**src/design/comm_ctrl_pkg.sv**
```systemverilog
//----------------------------------------------------------
// Communications controller shared definitions
// Register map, payload types and timing constants
//----------------------------------------------------------
package comm_ctrl_pkg;

  // Payload and address types
  typedef logic [31:0] reg_word_t;              // Host register data
  typedef logic [3:0]  reg_addr_t;              // Host register address
  typedef logic [7:0]  byte_t;                  // FIFO payload

  localparam int unsigned FIFO_AW = 10;         // 1024 entries
  typedef logic [FIFO_AW-1:0] fifo_addr_t;

  localparam logic [15:0] FPGA_VERSION = 16'h0003;

  //----------------------------------------------------------
  // Register map
  //----------------------------------------------------------
  localparam reg_addr_t REG_CTRL       = 4'd0;  // Holds, scratch / board status
  localparam reg_addr_t REG_VERSION    = 4'd1;
  localparam reg_addr_t REG_STATUS     = 4'd2;  // FIFO flags
  localparam reg_addr_t REG_FIFO_CLEAR = 4'd3;
  localparam reg_addr_t REG_FIFO_DATA  = 4'd4;  // Four bytes per write

  //----------------------------------------------------------
  // Timing
  //----------------------------------------------------------
  localparam int unsigned LED_TICK_CYCLES      = 25_000_000; // Heartbeat half period
  localparam int unsigned SEQ_TICK_CYCLES      = 12_500_000; // Sequencer tick
  localparam int unsigned CONFIG_RELEASE_TICKS = 12;
  localparam int unsigned RESET_RELEASE_TICKS  = 14;
  localparam int unsigned LOAD_HOLD_CYCLES     = 60;         // Player load strobe

endpackage

```
**src/design/reg_bank.sv**
```systemverilog
//----------------------------------------------------------
// Host register bank
// Write decode, control register, input capture, read mux
//----------------------------------------------------------
`timescale 1ns/1ps

module reg_bank
  import comm_ctrl_pkg::*;
(
  input  logic      clk,
  input  logic      reset,
  input  logic      wr_strb_i,
  input  reg_addr_t wr_addr_i,
  input  reg_word_t wr_data_i,
  input  logic      rd_strb_i,
  input  reg_addr_t rd_addr_i,
  output reg_word_t rd_data_o,
  output logic      rd_rdy_o,
  input  logic [8:0] board_id_i,        // Parity, revision, type
  input  logic      target_ready_i,
  input  logic      discrete1_i,
  input  logic      discrete2_i,
  input  logic      fifo_empty_i,
  input  logic      fifo_full_i,
  input  logic      fifo_half_i,
  output logic      hold_config_o,
  output logic      hold_reset_o,
  output logic      fifo_clear_o,
  output logic      data_strb_o,
  output reg_word_t data_word_o
);

  logic [15:0] ctrl_q;                  // Scratch plus hold bits
  logic        clear_q;
  logic        data_strb_q;
  reg_word_t   data_word_q;

  logic [8:0]  board_id_q;              // Input captures
  logic        ready_q, disc1_q, disc2_q;
  logic [2:0]  fifo_flags_q;            // half, full, empty

  logic        rd_strb_z1, rd_rdy_q;
  reg_addr_t   rd_addr_q;
  reg_word_t   rd_word;
  reg_word_t   rd_data_q;

  //----------------------------------------------------------
  // Writes
  //----------------------------------------------------------
  always_ff @(posedge clk)
  begin
    if (reset)
    begin
      ctrl_q      <= '0;
      clear_q     <= 1'b0;
      data_strb_q <= 1'b0;
    end
    else
    begin
      if (wr_strb_i && wr_addr_i == REG_CTRL)
        ctrl_q <= wr_data_i[15:0];
      clear_q     <= wr_strb_i && wr_addr_i == REG_FIFO_CLEAR && wr_data_i[0];
      data_strb_q <= wr_strb_i && wr_addr_i == REG_FIFO_DATA;
    end
  end

  always_ff @(posedge clk)
  begin
    if (wr_strb_i && wr_addr_i == REG_FIFO_DATA)
      data_word_q <= wr_data_i;         // Word for the unpacker
  end

  assign hold_reset_o  = ctrl_q[0];
  assign hold_config_o = ctrl_q[1];
  assign fifo_clear_o  = clear_q;
  assign data_strb_o   = data_strb_q;
  assign data_word_o   = data_word_q;

  // Board and FIFO inputs, one cycle late
  always_ff @(posedge clk)
  begin
    board_id_q   <= board_id_i;
    ready_q      <= target_ready_i;
    disc1_q      <= discrete1_i;
    disc2_q      <= discrete2_i;
    fifo_flags_q <= {fifo_half_i, fifo_full_i, fifo_empty_i};
  end

  //----------------------------------------------------------
  // Reads, data and ready two cycles after the strobe
  //----------------------------------------------------------
  always_comb
  begin
    case (rd_addr_q)
      REG_CTRL:    rd_word = {ctrl_q, 3'b000, disc2_q, disc1_q, ready_q, 1'b0, board_id_q};
      REG_VERSION: rd_word = {16'h0000, FPGA_VERSION};
      REG_STATUS:  rd_word = {29'd0, fifo_flags_q};
      default:     rd_word = '0;
    endcase
  end

  always_ff @(posedge clk)
  begin
    if (reset)
    begin
      rd_strb_z1 <= 1'b0;
      rd_rdy_q   <= 1'b0;
    end
    else
    begin
      rd_strb_z1 <= rd_strb_i;
      rd_rdy_q   <= rd_strb_z1;
    end
  end

  always_ff @(posedge clk)
  begin
    if (rd_strb_i)
      rd_addr_q <= rd_addr_i;
    if (rd_strb_z1)
      rd_data_q <= rd_word;             // Held until next read
  end

  assign rd_data_o = rd_data_q;
  assign rd_rdy_o  = rd_rdy_q;

endmodule

```
**config.mk**
```make
export PLATFORM = sky130hd
export DESIGN_NAME = reg_bank
export DESIGN_NICKNAME = d
export VERILOG_FILES = /design/src/design/comm_ctrl_pkg.sv /design/src/design/reg_bank.sv
export SDC_FILE = /design/constraint.sdc
export NUM_CORES = 1
export LEC_CHECK = 0
export BUFFER_PORTS_ARGS = -buffer_cell sky130_fd_sc_hd__clkbuf_2
export CORE_MARGIN = 1
export CORE_UTILIZATION = 35
export CTS_CLUSTER_DIAMETER = 60
export DETAILED_ROUTE_END_ITERATION = 6
export PLACE_DENSITY = 0.65
export SETUP_SLACK_MARGIN = 0.02
export SLEW_MARGIN = 10
export SYNTH_ARGS = -nofsm -noshare
export SYNTH_HDL_FRONTEND = slang
export SYNTH_SLANG_ARGS = --single-unit
```
**constraint.sdc**
```tcl
create_clock -name clk -period 7.6 [get_ports clk]
set_input_delay 0.38 -clock clk [delete_from_list [all_inputs] [get_ports clk]]
set_output_delay 0.38 -clock clk [all_outputs]
set_load 0.005 [all_outputs]
```
==> summary.txt, run 1 <==
LOGIC SYNTHESIS
-----------------------------------------------------------------------------------------
Number of distinct library cells after synthesis ...........................           18
Warning count from the yosys run ...........................................            0
Cell count after synthesis .................................................          200
Most frequent cell after synthesis ......................................... sky130_fd_sc_hd__edfxtp_1
Ranking of synthesized cells by instance count ............................. sky130_fd_sc_hd__edfxtp_1, sky130_fd_sc_hd__dfxtp_1, sky130_fd_sc_hd__nand2b_1
Average footprint of a synthesized cell ....................................   16.7 sq um
Count of state elements after synthesis ....................................           99
Proportion of register bits with asynchronous set or reset after synthesis .           0%
Portion of synthesized cell area occupied by the leading cell type .........        57.5%
Netlist area before placement ..............................................   3340 sq um
Library cell with the largest summed area after synthesis .................. sky130_fd_sc_hd__edfxtp_1
Number of enable flip-flop cells after synthesis ...........................           64
Prevailing post-synth register cell ........................................ sky130_fd_sc_hd__edfxtp_1
Share of synthesized area occupied by flip-flops and latches ...............        78.4%
Top cells by area in the synthesized netlist ............................... sky130_fd_sc_hd__edfxtp_1, sky130_fd_sc_hd__dfxtp_1, sky130_fd_sc_hd__nand2b_1

DRT
-----------------------------------------------------------------------------------------
DR WL/cell .................................................................      12.8 um
Violation count after the first detailed-routing iteration .................           43
First-pass iteration count of the detailed router ..........................            4
Vias .......................................................................         1945
Detailed Route WL ..........................................................      5970 um
Number of remaining DRC errors .............................................            0
Count of antenna-violating nets left after detailed routing ................            0
Routed vias/inst ...........................................................         4.18

WORST SETUP PATH
-----------------------------------------------------------------------------------------
Arr. time, crit path .......................................................      2.05 ns
Element type at the critical path start ....................................         flop
Chain of cells forming the critical path ................................... nor4_4 > and2_1
Worst-path maximum fanout ..................................................           25
Number of buffer and inverter instances along the worst setup path .........            0
Endpoint type of the worst setup path ......................................         flop
Critical setup path kind ...................................................      reg2reg
Delay of the slowest critical-path stage ...................................      0.95 ns
Critical path data required time ...........................................      7.81 ns
Critical-path top delay cell ............................................... sky130_fd_sc_hd__nor4_4
Family with the most delay on the worst path ............................... simple AND/OR/NAND/NOR gates

STA
-----------------------------------------------------------------------------------------
Tcrit/Tclk final ...........................................................        24.2%
Worst-case headroom to the max-slew limit ..................................        30.6%
Setup TNS ..................................................................         0 ns
Final-report max-slew violation count ......................................            0
Worst slack on hold paths ..................................................     0.122 ns
Final critical path time including I/O delays and setup ....................      1.84 ns
Setup violators final ......................................................            0
Max Clock Skew .............................................................   0.00919 ns
Pin slew with the least headroom to its limit ..............................      1.03 ns
Fmax .......................................................................      544 MHz
RSZ-0062 raised after global routing .......................................           no
Final hold violation count .................................................            0

PWR
-----------------------------------------------------------------------------------------
Max rail drop VDD ..........................................................     0.121 mV
Part of the total power dissipated in sequential elements ..................        64.3%
Leakage power ..............................................................   0.00171 uW
Switching Share ............................................................        21.3%
Clock share of power .......................................................        30.7%
Power spent charging and discharging nets ..................................       197 uW
Power per cell area ........................................................  217 nW/um^2
Total internal power .......................................................       731 uW
Part of the power in combinational logic ...................................         5.0%

CLOCK TREE
-----------------------------------------------------------------------------------------
Post-cts sizing count ......................................................            0
# clock sinks ..............................................................           99
Count of hold buffers inserted by post-cts repair ..........................            0
CTS tree ...................................................................        built
CTS Buffer Depth ...........................................................            2
Worst-Skew Late Latency ....................................................      0.35 ns
Post CTS Setup Buffer Count ................................................            0
TritonCTS buffer count .....................................................            9
CTS clock-pin slew for the worst setup and hold paths ......................      0.09 ns
Number of H-tree levels ....................................................            3
Clock root buffer .......................................................... sky130_fd_sc_hd__clkbuf_8

DIE
-----------------------------------------------------------------------------------------
Die area ...................................................................   9950 sq um
Count of standard-cell rows ................................................           35
Initial core utilization ...................................................        36.2%
Y dimension of the die .....................................................      99.8 um
Number of ports placed on the die boundary .................................          128
Die X-Extent ...............................................................      99.8 um
Area of the placeable core .................................................   9240 sq um

CELLS AND AREA
-----------------------------------------------------------------------------------------
Syn-to-layout area delta ...................................................        27.9%
Final nets .................................................................          390
Share of final-layout standard cells stronger than drive strength 1 ........        43.2%
Fillcell total .............................................................          852
Diodes inserted ............................................................            0

OUTCOME
-----------------------------------------------------------------------------------------
Outcome .................................................................... complete, no violations

GLOBAL ROUTE
-----------------------------------------------------------------------------------------
Antenna violations before repair ...........................................            0
Via count of the first global-routing pass .................................         1900
Maximum number of pins on one net before global-route repair ...............           36
Leftover overflow at the end of global routing .............................            0
First-pass GRT wire length .................................................      9130 um
Total routing resource utilization after global routing ....................        12.4%

PLACE
-----------------------------------------------------------------------------------------
PortBufs ...................................................................          123
Routability-driven placement congestion ratio ..............................        0.675
Post-DP HPWL ...............................................................      4110 um

JOB
-----------------------------------------------------------------------------------------
Number of violations of the max-capacitance limit ..........................            0

MIN PATH
-----------------------------------------------------------------------------------------
Hold/Removal Path Class ....................................................       in2reg

[metal layers]
metal | global-route usage [%] | vias up | share of wire [%]
li1 | - | 958 | -
met1 | 15.5 | 909 | 44
met2 | 19.4 | 69 | 48
met3 | 4.78 | 9 | 6.2
met4 | 5.09 | 0 | 1.8
met5 | 0 | - | 0
[cells in the final DEF, fill, tap and decap left out, types with 3 or more instances in the layout]
cell type                  synthesis  layout
sky130_fd_sc_hd__clkbuf_2          0     123
sky130_fd_sc_hd__nand2b_1         34      34
sky130_fd_sc_hd__buf_4             4       4
sky130_fd_sc_hd__and2_1           25      25
sky130_fd_sc_hd__clkbuf_8          0       9
sky130_fd_sc_hd__dfxtp_1          35      35
sky130_fd_sc_hd__edfxtp_1         64      64
sky130_fd_sc_hd__nor2b_1           3       3
sky130_fd_sc_hd__clkinv_2          0       3
sky130_fd_sc_hd__mux2i_1          17      17
sky130_fd_sc_hd__conb_1            1       4
[worst paths after layout]
kind	start	to	slack [ns]	cells after the start
worst max-delay path	rd_addr_q[1]$_DFFE_PP_	rd_data_o[5]$_DFFE_PP_	5.76	2
worst max register to register	rd_addr_q[1]$_DFFE_PP_	rd_data_o[5]$_DFFE_PP_	5.76	2
worst min-delay path	board_id_i[1]	board_id_q[1]$_DFF_P_	0.12	1
worst min register to register	ctrl_q[3]$_SDFFE_PP0P_	ctrl_q[3]$_SDFFE_PP0P_	0.47	2
[final cells by class]
type	instances	area, sq um	share of cell area, %
clock buffer	11	131	3.07
clock inverter	5	30.0	0.702
multi-input combinational	94	688	16.1
sequential	99	2620	61.3
tap	129	161	3.77
timing repair buffer	127	646	15.1
[power by group through the flow]
stage,Sequential (uW),Combinational (uW),Clock (uW)
after CTS,597,47.9,299
after global placement,609,46.5,0
after detailed placement,609,47.7,0
after global routing,599,52.0,319
after floorplan,610,15.2,0
final,597,46.6,285
[sequential cells by signal, summed over array words and instances, names as in the netlist]
name	cells
board_id_q	9
ctrl_q	16
data_strb_o	1
data_word_o	32
disc1_q	1
disc2_q	1
fifo_clear_o	1
fifo_flags_q	3
rd_addr_q	4
rd_data_o	28
rd_rdy_o	1
rd_strb_z1	1
ready_q	1
[cell families after synthesis]
family / synth area share, %
other: 0.112
AND/OR/NAND/NOR: 14.1
multiplexers: 5.09
flip-flops: 78.4
buffers and inverters: 1.80
AO/OA/AOI/OAI: 0.524
[stage by stage]
step           setup WS, ns  std cells  power, uW  instance area (sq um)  util, %
6_report               5.76        465        928                   4280     46.3
5_1_grt                5.52        465        970                   4280     46.3
4_1_cts                5.66        465        944                   4280     46.3
3_5_place_dp           5.69        449        657                   4120     44.6
3_3_place_gp           5.75        449        655                   4120     44.6
2_1_floorplan          3.11        203        625                   3360        -
Note: power is estimated with default switching activity, not from simulation.
==> run 2: changes to the inputs <==
ABC_AREA = 1   (was unset)
clock period = 1.95 ns   (was 7.6 ns; I/O delays follow)
==> run 2 against run 1 <==
- sequential share of layout area shrank 8.3 points
- flip-flop and latch count is the same
- die area grew 3.1%
- global-route usage grew 2.1 points
- count of clock-buffer cells in the layout is the same
- final cell count grew 31%
- clock power grew to 4.6 times the previous value
- total power grew to 4.2 times the previous value
- synthesized cell count grew 45%
- core utilization grew 6.5 points
- critical path type is now in2reg
- register-to-register slack lost 5.1 ns
- first-iteration DRC count grew 23%
==> summary.txt, run 2 <==
OUTCOME
-----------------------------------------------------------------------------------------
Outcome .................................................................... complete, no violations

LOGIC SYNTHESIS
-----------------------------------------------------------------------------------------
Number of distinct library cells after synthesis ...........................           18   unchanged
Warning count from the yosys run ...........................................            0   unchanged
Prevailing post-synth register cell ........................................ sky130_fd_sc_hd__edfxtp_1
Ranking of synthesized cells by instance count ............................. sky130_fd_sc_hd__edfxtp_1, sky130_fd_sc_hd__inv_1, sky130_fd_sc_hd__nor2_1
Share of synthesized area occupied by flip-flops and latches ...............        76.1%   -2.4 points
Average footprint of a synthesized cell ....................................   11.9 sq um   -29%
Library cell with the largest summed area after synthesis .................. sky130_fd_sc_hd__edfxtp_1
Number of enable flip-flop cells after synthesis ...........................           64   unchanged
Netlist area before placement ..............................................   3450 sq um   +3.1%
Portion of synthesized cell area occupied by the leading cell type .........        55.7%   -1.7 points
Top cells by area in the synthesized netlist ............................... sky130_fd_sc_hd__edfxtp_1, sky130_fd_sc_hd__dfxtp_1, sky130_fd_sc_hd__inv_1
Most frequent cell after synthesis ......................................... sky130_fd_sc_hd__edfxtp_1
Count of state elements after synthesis ....................................           99   unchanged
Proportion of register bits with asynchronous set or reset after synthesis .           0%   unchanged
Cell count after synthesis .................................................          290   +45%

GLOBAL ROUTE
-----------------------------------------------------------------------------------------
Leftover overflow at the end of global routing .............................            0   unchanged
Maximum number of pins on one net before global-route repair ...............           33   -8.3%
Antenna violations before repair ...........................................            0   unchanged
Total routing resource utilization after global routing ....................        14.6%   +2.1 points
First-pass GRT wire length .................................................     11300 um   +24%
Via count of the first global-routing pass .................................         2558   +35%

PLACE
-----------------------------------------------------------------------------------------
Cell area after placement ..................................................   4210 sq um   +2.2%
Post-DP HPWL ...............................................................      4710 um   +15%
# placed instances .........................................................          538   +20%
PortBufs ...................................................................          123   unchanged
Routability-driven placement congestion ratio ..............................        0.709   +5.0%

DIE
-----------------------------------------------------------------------------------------
Die area ...................................................................  10300 sq um   +3.1%
Number of ports placed on the die boundary .................................          128   unchanged
Count of standard-cell rows ................................................           35   unchanged
Initial core utilization ...................................................        36.8%   +0.60 points
Die X-Extent ...............................................................       101 um   +1.5%
Area of the placeable core .................................................   9370 sq um   +1.4%
Y dimension of the die .....................................................       101 um   +1.5%

CLOCK TREE
-----------------------------------------------------------------------------------------
# clock sinks ..............................................................           99   unchanged
CTS Buffer Depth ...........................................................            2   unchanged
CTS tree ...................................................................        built
Post CTS Setup Buffer Count ................................................            0   unchanged
CTS clock-pin slew for the worst setup and hold paths ......................      0.09 ns   about the same
Clock root buffer .......................................................... sky130_fd_sc_hd__clkbuf_8
Worst-Skew Late Latency ....................................................      0.35 ns   about the same
Number of H-tree levels ....................................................            3   unchanged
Count of hold buffers inserted by post-cts repair ..........................           54   +54
TritonCTS buffer count .....................................................            9   unchanged
Post-cts sizing count ......................................................            0   unchanged

WORST SETUP PATH
-----------------------------------------------------------------------------------------
Delay of the slowest critical-path stage ...................................      0.54 ns   -0.41 ns
Critical setup path kind ...................................................       in2reg
Critical path data required time ...........................................      1.97 ns   -5.84 ns
Chain of cells forming the critical path ................................... dlygate4sd3_1 > clkbuf_2 > nor2_4 > nand2_1 > nor3_4 > buf_4
Critical-path top delay cell ............................................... sky130_fd_sc_hd__dlygate4sd3_1
Element type at the critical path start ....................................    input pin
Worst-path maximum fanout ..................................................           32   +28%
Endpoint type of the worst setup path ......................................         flop
Start of the worst register-to-register path ............................... rd_addr_q[2]$_DFFE_PP_
Family with the most delay on the worst path ............................... buffers and inverters
Arr. time, crit path .......................................................      1.47 ns   -0.58 ns
Worst setup path startpoint ................................................ wr_addr_i[1]
Number of buffer and inverter instances along the worst setup path .........            3   +3

PWR
-----------------------------------------------------------------------------------------
Max rail drop VDD ..........................................................     0.437 mV   +260%
Leakage power ..............................................................   0.00223 uW   +30%
Power per cell area ........................................................  796 nW/um^2   +270%

DRT
-----------------------------------------------------------------------------------------
Vias .......................................................................         2564   +32%
Detailed Route WL ..........................................................      7040 um   +18%
Count of antenna-violating nets left after detailed routing ................            0   unchanged
First-pass iteration count of the detailed router ..........................            4   unchanged
DR WL/cell .................................................................      11.6 um   -9.9%
Violation count after the first detailed-routing iteration .................           53   +23%
Routed vias/inst ...........................................................         4.22   +0.82%
Number of remaining DRC errors .............................................            0   unchanged

STA
-----------------------------------------------------------------------------------------
Final hold violation count .................................................            0   unchanged
Final-report max-slew violation count ......................................            0   unchanged
Final critical path time including I/O delays and setup ....................      1.45 ns
Setup violators final ......................................................            0   unchanged
Max Clock Skew .............................................................   0.00729 ns   -0.00190 ns
Setup TNS ..................................................................         0 ns   unchanged
RSZ-0062 raised after global routing .......................................           no
Fmax .......................................................................      688 MHz
Tcrit/Tclk final ...........................................................        74.6%

JOB
-----------------------------------------------------------------------------------------
Number of violations of the max-capacitance limit ..........................            0   unchanged

CELLS AND AREA
-----------------------------------------------------------------------------------------
Final nets .................................................................          533   +37%
Syn-to-layout area delta ...................................................        43.7%
Fillcell total .............................................................          878   +3.1%
Final non-filler cell total ................................................          608   +31%
Sequential cell area .......................................................   2620 sq um   unchanged
Commonest non-fill, non-tap cell in the layout ............................. sky130_fd_sc_hd__clkbuf_2
Share of final-layout standard cells stronger than drive strength 1 ........        30.7%   -12 points
Max reg flops ..............................................................           32   unchanged
Diodes inserted ............................................................            0   unchanged
Footprint of the multi-input gates .........................................    533 sq um   -23%
Most frequent cells in the layout .......................................... sky130_fd_sc_hd__clkbuf_2, sky130_fd_sc_hd__edfxtp_1, sky130_fd_sc_hd__inv_1
Post-route standard cell area excluding fillers ............................   4950 sq um   +16%
Final Util .................................................................        52.9%   +6.5 points

MIN PATH
-----------------------------------------------------------------------------------------
Hold/Removal Path Class ....................................................       in2reg
Worst hold start ........................................................... wr_addr_i[0]

## run 2: cell types whose count changed in the layout (fill, tap and decap cells not counted), moves of 3 or more
cell and change:
sky130_fd_sc_hd__inv_1 +63, sky130_fd_sc_hd__dlygate4sd3_1 +54, sky130_fd_sc_hd__nor2_1 +46, sky130_fd_sc_hd__nand2_1 +41, sky130_fd_sc_hd__nand2b_1 -34, sky130_fd_sc_hd__and2_1 -25, sky130_fd_sc_hd__mux2i_1 -17, sky130_fd_sc_hd__nand4_1 +16
sky130_fd_sc_hd__nand3_1 +3, sky130_fd_sc_hd__nor2b_1 -3
## run 2: metal layers
layer / vias to the layer above / global-route usage (%) / wire length (um)
li1: 1267 / - / -
met1: 1201 / 15.1 / 2790
met2: 86 / 27.6 / 3780
met3: 10 / 4.35 / 380
met4: 0 / 5.35 / 85
met5: - / 0 / 0
## run 2: path summary, 6_finish.rpt
path	end	slack, ns	depth (start not counted)
worst min-delay path	fifo_clear_o$_SDFF_PP0_	0.04	3
worst max register to register	rd_data_o[23]$_DFFE_PP_	0.68	6
worst max-delay path	data_word_o[8]$_DFFE_PP_	0.50	6
worst min register to register	rd_rdy_o$_SDFF_PP0_	0.46	2
## run 2: cell families (layout without fill, tap and decap cells)
family / after synthesis / count (layout) / synth area share, %
AND/OR/NAND/NOR: 112 / 112 / 14.4
flip-flops: 99 / 99 / 76.1
buffers and inverters: 76 / 262 / 9.14
AO/OA/AOI/OAI: 2 / 2 / 0.290
other: 1 / 4 / 0.109
## run 2: area by class of cell
class                   instances  share of cell area, %
clock buffers                  11                   2.85
clock inverters                 5                   1.24
inverters                      64                   4.85
multi-input cells             118                   10.8
flip-flops and latches         99                   52.9
well taps                     129                   3.26
repair buffers                182                   24.1
## run 2: tightest hold or removal path, cell delays in order
cell and delay [ns]:
sky130_fd_sc_hd__clkbuf_2 0.11, sky130_fd_sc_hd__nand3_1 0.09, sky130_fd_sc_hd__nor2_1 0.05
## run 2: through the flow
stage | total power, uW | setup WS (ns) | hold WS [ns]
final | 3940 | 0.496 | 0.0350
after global routing | 4140 | 0.402 | 0.0175
after CTS | 4000 | 0.490 | 0.0102
after detailed placement | 2600 | 0.667 | 0.201
after global placement | 2590 | 0.700 | 0.201
after floorplan | 2470 | 0.156 | 0.125
## run 2: power by group
| part | internal (uW) | switching, uW | leakage, uW |
|---|---|---|---|
| combinational | 165 | 147 | 0.00125 |
| sequential | 2300 | 20.3 | 0.000870 |
| clock | 636 | 676 | 0.000104 |
| total | 3100 | 843 | 0.00223 |
